### config.mk
export PLATFORM = sky130hd
export DESIGN_NAME = cpuSystem
export DESIGN_NICKNAME = d
export VERILOG_FILES = /design/src/cpu_pkg.sv /design/src/cpu_system.sv /design/src/cpu_core.sv /design/src/alu.sv /design/src/reg_file.sv /design/src/ram_block.sv
export VERILOG_INCLUDE_DIRS = /design/src
export SDC_FILE = /design/constraint.sdc
export NUM_CORES = 2
export LEC_CHECK = 0
export BUFFER_PORTS_ARGS = -buffer_cell sky130_fd_sc_hd__buf_2
export CORE_MARGIN = 5
export CORE_UTILIZATION = 35
export CTS_CLUSTER_DIAMETER = 50
export DETAILED_ROUTE_END_ITERATION = 10
export PLACE_DENSITY_LB_ADDON = 0.15
export SYNTH_ARGS = -nofsm -noshare
export SYNTH_HDL_FRONTEND = slang
export SYNTH_SLANG_ARGS = --single-unit
### constraint.sdc
create_clock -name clock -period 25.6 [get_ports clock]
set_input_delay 5.12 -clock clock [delete_from_list [all_inputs] [get_ports clock]]
set_output_delay 5.12 -clock clock [all_outputs]
set_load 0.05 [all_outputs]
### src/cpu_config.svh
`ifndef CPU_CONFIG_SVH
`define CPU_CONFIG_SVH

// ********************
// memory geometry.
// ********************

// instruction memory, one 16-bit instruction per word.
`define CPU_IMEM_DEPTH 64
`define CPU_IMEM_AW    6      // log2 of the instruction depth.

// data memory, word addressed.
`define CPU_DMEM_DEPTH 64
`define CPU_DMEM_AW    6      // log2 of the data depth.

// ********************
// register file.
// ********************
`define CPU_NUM_REGS   8      // r0 is hardwired to zero.

`endif
### src/cpu_pkg.sv
`default_nettype none

`include "cpu_config.svh"

package cpuPkg;

    // ********************
    // data path words.
    // ********************
    typedef logic [15:0] dataT;                               // one data word.
    typedef logic [$clog2(`CPU_NUM_REGS)-1:0] regIdxT;        // register number.

    // register-format opcodes share their low three bits with aluOpT,
    // the core relies on that to pick the ALU operation.
    typedef enum logic [3:0] {
        opAdd  = 4'h0,
        opSub  = 4'h1,
        opAnd  = 4'h2,
        opOr   = 4'h3,
        opXor  = 4'h4,
        opSlt  = 4'h5,
        opAddi = 4'h6,
        opLw   = 4'h7,
        opSw   = 4'h8,
        opBeq  = 4'h9,
        opJmp  = 4'hA,
        opHalt = 4'hF
    } opcodeT;

    typedef enum logic [2:0] {
        aluAdd = 3'd0,
        aluSub = 3'd1,
        aluAnd = 3'd2,
        aluOr  = 3'd3,
        aluXor = 3'd4,
        aluSlt = 3'd5                                         // signed compare.
    } aluOpT;

    // ********************
    // instruction word.
    // ********************
    typedef struct packed {
        regIdxT     rt;                                       // second source.
        logic [2:0] spare;                                    // unused, write zero.
    } rtFieldT;

    // low six bits hold either rt or the immediate.
    typedef union packed {
        rtFieldT    r;
        logic [5:0] imm;                                      // two's complement.
    } tailT;

    typedef struct packed {
        opcodeT opcode;                                       // bits 15:12.
        regIdxT rd;                                           // bits 11:9.
        regIdxT rs;                                           // bits 8:6.
        tailT   tail;                                         // bits 5:0.
    } instrT;

endpackage

`default_nettype wire

### src/cpu_system.sv
`timescale 1ns/1ps
`default_nettype none

`include "cpu_config.svh"

// subsystem top, core plus instruction and data RAM.
module cpuSystem (
    input  wire logic                   clock,
    input  wire logic                   rstN,
    // program loader, meant for use while rstN is low.
    input  wire logic                   progWe,
    input  wire logic [`CPU_IMEM_AW-1:0] progAddr,
    input  wire cpuPkg::instrT          progData,
    // store observation.
    output logic                        storeValid,
    output logic [`CPU_DMEM_AW-1:0]     storeAddr,
    output cpuPkg::dataT                storeData,
    output logic                        halted
);

    // ********************
    // internal buses.
    // ********************
    logic [`CPU_IMEM_AW-1:0] imemAddr;
    cpuPkg::instrT           instr;
    logic [`CPU_DMEM_AW-1:0] dmemAddr;
    logic                    dmemWe;
    cpuPkg::dataT            dmemWrData;
    cpuPkg::dataT            dmemRdData;

    // every data write is visible at the pins.
    assign storeValid = dmemWe;
    assign storeAddr  = dmemAddr;
    assign storeData  = dmemWrData;

    // ********************
    // instruction memory.
    // ********************
    ramBlock #(
        .wordT     (cpuPkg::instrT),
        .depth     (`CPU_IMEM_DEPTH),
        .addrWidth (`CPU_IMEM_AW)
    ) imem (
        .clock  (clock),
        .we     (progWe),                        // loader side.
        .wrAddr (progAddr),
        .rdAddr (imemAddr),                      // fetch side.
        .wrData (progData),
        .rdData (instr)
    );

    // ********************
    // data memory.
    // ********************
    ramBlock #(
        .wordT     (cpuPkg::dataT),
        .depth     (`CPU_DMEM_DEPTH),
        .addrWidth (`CPU_DMEM_AW)
    ) dmem (
        .clock  (clock),
        .we     (dmemWe),
        .wrAddr (dmemAddr),                      // one address for both ports.
        .rdAddr (dmemAddr),
        .wrData (dmemWrData),
        .rdData (dmemRdData)
    );

    // ********************
    // processor.
    // ********************
    cpuCore core (
        .clock      (clock),
        .rstN       (rstN),
        .instr      (instr),
        .dmemRdData (dmemRdData),
        .imemAddr   (imemAddr),
        .dmemAddr   (dmemAddr),
        .dmemWe     (dmemWe),
        .dmemWrData (dmemWrData),
        .halted     (halted)
    );

endmodule

`default_nettype wire

### src/cpu_core.sv
`timescale 1ns/1ps
`default_nettype none

`include "cpu_config.svh"

// single-cycle core, one instruction retires on every clock edge.
module cpuCore (
    input  wire logic                    clock,
    input  wire logic                    rstN,
    input  wire cpuPkg::instrT           instr,
    input  wire cpuPkg::dataT            dmemRdData,
    output logic [`CPU_IMEM_AW-1:0]      imemAddr,
    output logic [`CPU_DMEM_AW-1:0]      dmemAddr,
    output logic                         dmemWe,
    output cpuPkg::dataT                 dmemWrData,
    output logic                         halted
);

    // ********************
    // state and wires.
    // ********************
    logic [`CPU_IMEM_AW-1:0] pc;
    logic [`CPU_IMEM_AW-1:0] pcNext;
    logic [`CPU_IMEM_AW-1:0] pcPlus1;
    logic [`CPU_IMEM_AW-1:0] branchTarget;
    logic [`CPU_IMEM_AW-1:0] jumpTarget;
    logic                    haltedQ;            // sticky until reset.

    cpuPkg::aluOpT  aluOp;
    cpuPkg::regIdxT rdB;
    cpuPkg::dataT   immExt;
    cpuPkg::dataT   valA;
    cpuPkg::dataT   valB;
    cpuPkg::dataT   aluB;
    cpuPkg::dataT   aluY;
    cpuPkg::dataT   wbData;
    logic           aluZero;

    // decoded controls.
    logic useRt;                                 // second operand register is rt.
    logic useImm;                                // ALU b takes the immediate.
    logic regWe;
    logic memToReg;                              // writeback from data memory.
    logic isStore;
    logic isBranch;
    logic isJump;
    logic isHalt;

    // ********************
    // decode.
    // ********************
    always_comb begin
        aluOp    = cpuPkg::aluAdd;               // address and ADDI use add.
        useRt    = 1'b0;
        useImm   = 1'b0;
        regWe    = 1'b0;
        memToReg = 1'b0;
        isStore  = 1'b0;
        isBranch = 1'b0;
        isJump   = 1'b0;
        isHalt   = 1'b0;
        case (instr.opcode)
            cpuPkg::opAdd, cpuPkg::opSub, cpuPkg::opAnd,
            cpuPkg::opOr, cpuPkg::opXor, cpuPkg::opSlt: begin
                // register ops map straight onto the ALU code.
                aluOp = cpuPkg::aluOpT'(instr.opcode[2:0]);
                useRt = 1'b1;
                regWe = 1'b1;
            end
            cpuPkg::opAddi: begin
                useImm = 1'b1;
                regWe  = 1'b1;
            end
            cpuPkg::opLw: begin
                useImm   = 1'b1;
                regWe    = 1'b1;
                memToReg = 1'b1;
            end
            cpuPkg::opSw: begin
                useImm  = 1'b1;
                isStore = 1'b1;                  // rd is the data source.
            end
            cpuPkg::opBeq: begin
                aluOp    = cpuPkg::aluSub;       // rs - rd, zero on equal.
                isBranch = 1'b1;
            end
            cpuPkg::opJmp:  isJump = 1'b1;
            cpuPkg::opHalt: isHalt = 1'b1;
            default: ;                           // unused codes act as NOP.
        endcase
    end

    // sign-extended immediate.
    assign immExt = cpuPkg::dataT'($signed(instr.tail.imm));
    assign rdB    = useRt ? instr.tail.r.rt : instr.rd;

    // ********************
    // datapath.
    // ********************
    regFile regs (
        .clock  (clock),
        .rstN   (rstN),
        .we     (regWe && !haltedQ),             // nothing retires once halted.
        .rdA    (instr.rs),
        .rdB    (rdB),
        .wrIdx  (instr.rd),
        .wrData (wbData),
        .valA   (valA),
        .valB   (valB)
    );

    assign aluB = useImm ? immExt : valB;

    alu aluUnit (
        .op   (aluOp),
        .a    (valA),
        .b    (aluB),
        .y    (aluY),
        .zero (aluZero)
    );

    assign wbData = memToReg ? dmemRdData : aluY;

    // data memory request, address is rs + imm cut to the memory width.
    assign dmemAddr   = aluY[`CPU_DMEM_AW-1:0];
    assign dmemWrData = valB;
    assign dmemWe     = isStore && !haltedQ && rstN;   // no store while held in reset.

    // ********************
    // next pc.
    // ********************
    assign pcPlus1      = pc + 1'b1;
    assign branchTarget = pcPlus1 + immExt[`CPU_IMEM_AW-1:0];   // relative to pc+1.
    assign jumpTarget   = `CPU_IMEM_AW'(instr.tail.imm);         // absolute.

    always_comb begin
        if (haltedQ || isHalt) begin
            pcNext = pc;                         // park on the HALT.
        end else if (isJump) begin
            pcNext = jumpTarget;
        end else if (isBranch && aluZero) begin
            pcNext = branchTarget;
        end else begin
            pcNext = pcPlus1;
        end
    end

    always_ff @(posedge clock) begin
        if (!rstN) begin
            pc      <= '0;
            haltedQ <= 1'b0;
        end else begin
            pc <= pcNext;
            if (isHalt) begin
                haltedQ <= 1'b1;                 // set at the end of HALT's cycle.
            end
        end
    end

    assign imemAddr = pc;
    assign halted   = haltedQ;

endmodule

`default_nettype wire

### src/alu.sv
`timescale 1ns/1ps
`default_nettype none

// combinational ALU for the register ops, address add and branch compare.
module alu (
    input  wire cpuPkg::aluOpT op,
    input  wire cpuPkg::dataT  a,
    input  wire cpuPkg::dataT  b,
    output cpuPkg::dataT       y,
    output logic               zero
);

    always_comb begin
        case (op)
            cpuPkg::aluAdd: y = a + b;                      // wraps at 16 bits.
            cpuPkg::aluSub: y = a - b;
            cpuPkg::aluAnd: y = a & b;
            cpuPkg::aluOr:  y = a | b;
            cpuPkg::aluXor: y = a ^ b;
            cpuPkg::aluSlt: begin
                // two's complement compare, result is 0 or 1.
                y = ($signed(a) < $signed(b)) ? cpuPkg::dataT'(1) : '0;
            end
            default:        y = '0;                         // codes 6 and 7 unused.
        endcase
    end

    // equality test for BEQ, which runs a SUB through here.
    assign zero = (y == '0);

endmodule

`default_nettype wire

### src/reg_file.sv
`timescale 1ns/1ps
`default_nettype none

`include "cpu_config.svh"

// general purpose registers, two read ports and one write port.
module regFile (
    input  wire logic           clock,
    input  wire logic           rstN,
    input  wire logic           we,
    input  wire cpuPkg::regIdxT rdA,
    input  wire cpuPkg::regIdxT rdB,
    input  wire cpuPkg::regIdxT wrIdx,
    input  wire cpuPkg::dataT   wrData,
    output cpuPkg::dataT        valA,
    output cpuPkg::dataT        valB
);

    cpuPkg::dataT regs [`CPU_NUM_REGS];         // r0 slot is never written.

    always_ff @(posedge clock) begin
        if (!rstN) begin
            for (int i = 0; i < `CPU_NUM_REGS; i++) begin
                regs[i] <= '0;                  // clean start per program.
            end
        end else if (we && (wrIdx != '0)) begin
            regs[wrIdx] <= wrData;              // writes to r0 are dropped.
        end
    end

    // combinational reads, r0 always zero.
    assign valA = (rdA == '0) ? '0 : regs[rdA];
    assign valB = (rdB == '0) ? '0 : regs[rdB];

endmodule

`default_nettype wire

### src/ram_block.sv
`timescale 1ns/1ps
`default_nettype none

// word RAM with one synchronous write port and one combinational read port.
module ramBlock #(
    parameter type wordT     = logic [15:0],
    parameter int  depth     = 64,
    parameter int  addrWidth = 6
) (
    input  wire logic                 clock,
    input  wire logic                 we,
    input  wire logic [addrWidth-1:0] wrAddr,
    input  wire logic [addrWidth-1:0] rdAddr,
    input  wire wordT                 wrData,
    output wordT                      rdData
);

    // ********************
    // storage.
    // ********************
    wordT mem [depth];                          // contents survive reset.

    always_ff @(posedge clock) begin
        if (we) begin
            mem[wrAddr] <= wrData;              // lands on the edge.
        end
    end

    // asynchronous read, a load sees any store of an earlier cycle.
    assign rdData = mem[rdAddr];

endmodule

`default_nettype wire

==> flow_results.org <==
** Yosys
- When the netlist entered floorplanning its net count stood at 5506.
- Number of synthesis warnings :: 0
- Yosys attributes the largest share of cell area to sky130_fd_sc_hd__edfxtp_1 73%, sky130_fd_sc_hd__mux4_2 8.3%, sky130_fd_sc_hd__nand2_1 3.1%, sky130_fd_sc_hd__a21oi_1 1.4%, sky130_fd_sc_hd__nor2_1 1.4%.
- Of the post-synthesis cell area, the dominant cell type holds 0.728.
- In this run the mean area of a mapped cell was 16.4 um^2.
- The most used flip-flop cell after synthesis is sky130_fd_sc_hd__edfxtp_1.
- After synthesis the netlist holds a flip-flop and latch count of 2173.
- Yosys mapped a number of flops with a built-in enable equal to 2160.
- Cell count after synthesis :: 5422
- Yosys mapped the design onto 100 distinct sky130hd cell types.
- After synthesis the cells add up to 89200 um^2.
- Yosys top cell by area :: sky130_fd_sc_hd__edfxtp_1
- Counting flops with an async set or reset pin after synthesis yields a share of 0.
- Of the synthesized area, sequential elements account for 0.730.

** Worst setup path
- The setup path with the least slack is of type reg -> out.
- Critical Path Max Stage Delay :: 0.95 ns
- Counting cells, the worst reg-to-reg path comes to 35.
- Of all nets on the critical path, the largest fanout is approximately 130.
- The most numerous cell type found on the critical path is sky130_fd_sc_hd__buf_4.
- Startpoint Class :: flop
- Crit. End Element :: output port
- For the worst setup path, the data required time is 20.48 ns.
- Critical path's slowest cell :: sky130_fd_sc_hd__a32oi_2
- At the worst endpoint, the arrival time is approximately 13 ns.

** Detailed routing
- WL per Instance :: around 29 um
- For this block, the initial DRC count from the detailed router was 5358.
- Final wirelength :: 268000 um
- After detailed routing, the met2 layer carries between 100000 and 150000 um of wire.
- The detailed router used layers up to and including met5.
- Via density per instance :: roughly 5.5
- The first TritonRoute pass finished after 5 iterations.
- Detail Route met3 WL :: roughly 16000 um
- In the routed design, unresolved DRC markers number 0.
- Total via count in the routed design :: 50700
- Once detail routing completed, the nets flagged for antenna violations numbered 0.
- In the final routing, the length of wire on met1 measures 120000 um.

** Placement
- Post-placement setup slack :: ~8.3 ns
- HPWL after detailed placement :: 155000 um
- At the end of routability-driven placement, the weighted congestion stood at 0.817.
- Buffers on Ports :: 48

** Clocking
- Hold Buf Count CTS :: 0
- Buffer type at the clock tree root :: sky130_fd_sc_hd__clkbuf_16
- Maximum buffer depth of the clock tree :: 4
- Clock tree from TritonCTS :: yes
- Post-CTS Setup Repair Bufs :: 0
- Clock Latency Late Sink :: 0.96 ns
- Clock-pin slew was measured on the worst setup and hold paths at roughly 0.06 ns.
- The tree built by TritonCTS fans out to around 2200 sinks.
- The number of clock buffers added by TritonCTS is 295.
- Depth of the CTS H-tree :: 5
- Cells resized by post-CTS repair :: 0

** Global routing
- Gr ovfl total :: 0
- Global-route wire length before repair :: 381000 um
- Maximum number of pins on one net before global-route repair :: 154
- The number of global-route vias before repair came to 50300.
- The number of antenna violations at the first check in global routing was 17.
- GRT Total Usage :: 0.199

** Status
- Result of the run :: finished, final reports clean

** Floorplanning
- Core Box Area :: 254000 um^2
- Std-Cell Rows :: ~190
- The die is 515 um tall.
- The die covers around 260000 um^2.
- For this configuration, the core starts out at a cell density of 0.351.
- between 40 and 50 I/O pins were placed.
- Overall die width :: 515 um

** Final layout
- Layout net count :: 5732
- Fraction of final layout cells with drive strength greater than 1 :: 0.211
- Leading cell types in the layout, fill and taps excluded :: 2160 x sky130_fd_sc_hd__edfxtp_1, 727 x sky130_fd_sc_hd__nand2_1, 330 x sky130_fd_sc_hd__mux4_2
- The area growth from synthesis to layout is 15.9%.
- Fill cell total of the finished layout :: approximately 23000
- Most frequent standard cell in the layout excluding fill and tap cells :: sky130_fd_sc_hd__edfxtp_1

** Timing
- Maximum clock rate :: 0.0556 GHz
- The final-report hold violation count came to 0.
- Worst Setup Slack, final :: ~7.6 ns
- The final-report max-slew violation count is 0.
- For the pin with the worst max-slew slack, the measured transition is 1.31 ns.
- Headroom to the max-slew limit came out at 0.124.
- Maximum clock skew at final layout :: ~0.11 ns
- Setup repair after global routing missed its margin :: false
- Across all hold checks on the routed design, the worst slack comes to approximately 0.53 ns.
- The smallest clock period supported by the final layout is computed as 17.99 ns.
- Crit share post-route :: 0.703
- Endpoints failing setup :: 0
- Final setup TNS :: 0 ns

** Worst hold path
- In this run the worst hold path is classified as reg -> reg.
- Hold Crit Depth :: 2

** Flow run
- Max-cap violations in this run came to 0.
[path summary, 6_finish.rpt]
path	startpoint	end	slack [ns]
worst min register to register	core.imemAddr[4]$_SDFFE_PN0N_	flop	0.53
worst max register to register	flop	core.regs.regs[2][0]$_SDFFCE_PN0P_	10.00
worst min-delay path	core.imemAddr[4]$_SDFFE_PN0N_	flop	0.53
worst max-delay path	flop	storeAddr[0]	7.61
[layer usage]
layer / global-route usage / up-vias
met5: 0 / -
met4: 0.0491 / 2
met3: 0.0343 / 339
met2: 0.316 / 1640
li1: - / 22000
met1: 0.284 / 26800
[final cells by class]
class / instances / area [um^2] / area share
multi-input cells: 2833 / 22500 / 0.218
diodes: 6 / 15.0 / 0.000145
clock inverters: 155 / 1460 / 0.0141
clock buffers: 347 / 7700 / 0.0745
well taps: 3366 / 4210 / 0.0407
inverters: 62 / 255 / 0.00247
flip-flops and latches: 2173 / 65100 / 0.630
repair buffers: 283 / 2040 / 0.0198
[Yosys cell counts, drive strengths merged (9+ instances only)]
master  instances
o21bai         16
nor2b          40
inv            61
nand3          83
xnor2          13
mux2i          83
a22o           19
nor2          337
edfxtp       2160
nand2         733
a211oi        116
a221oi         22
o21ai          66
a31oi          72
mux2           40
o22ai          74
or3            10
dfxtp          13
a21o           10
nor3           25
o211ai          9
a21oi         254
a311oi         14
a32oi         128
nor4           24
nand3b          9
clkbuf        155
a22oi           9
nand2b         12
mux4          330
buf           199
ha             56
and3          101
a221o          11
o221ai         15
[logic make-up (layout without fill, tap and decap cells)]
family	count (synthesis)	count (layout)	synth area share
DFF	2173	2173	0.730
adders and majority gates	59	59	0.00853
other	0	6	0
xor gates and xnor gates	18	18	0.00177
AOI/OAI and AO/OA	898	898	0.0702
and+or+nand+nor	1405	1405	0.0682
muxes	453	453	0.0978
buffers and inverters	416	847	0.0230
[worst max-delay path: cells and delay by family, from the launching register on]
kind                     cells  cell delay, ns
buffers and inverters        9            5.06
AO/OA/AOI/OAI                8            3.00
multiplexers                 5            1.85
flip-flops                   1            0.87
AND/OR/NAND/NOR              5            0.59
adder cells (fa/ha/maj)      1            0.24
[stage by stage]
step                      instance area, um^2   util  cells
after floorplan                         89200      -   5422
after global placement                  94200  0.371   8717
after detailed placement                94200  0.371   8717
after CTS                              103000  0.407   9219
after global routing                   103000  0.407   9220
final                                  103000  0.407   9225
[flip-flops by register name (all words and copies together) (netlist names), named ones only]
signal	cells
dmem.mem	1024
imem.mem	1024
core.regs.regs	112
core.imemAddr	6
core.halted	1
Power is not shown: default switching activity piles up to over one toggle a cycle in this logic, so the estimate is an artifact.
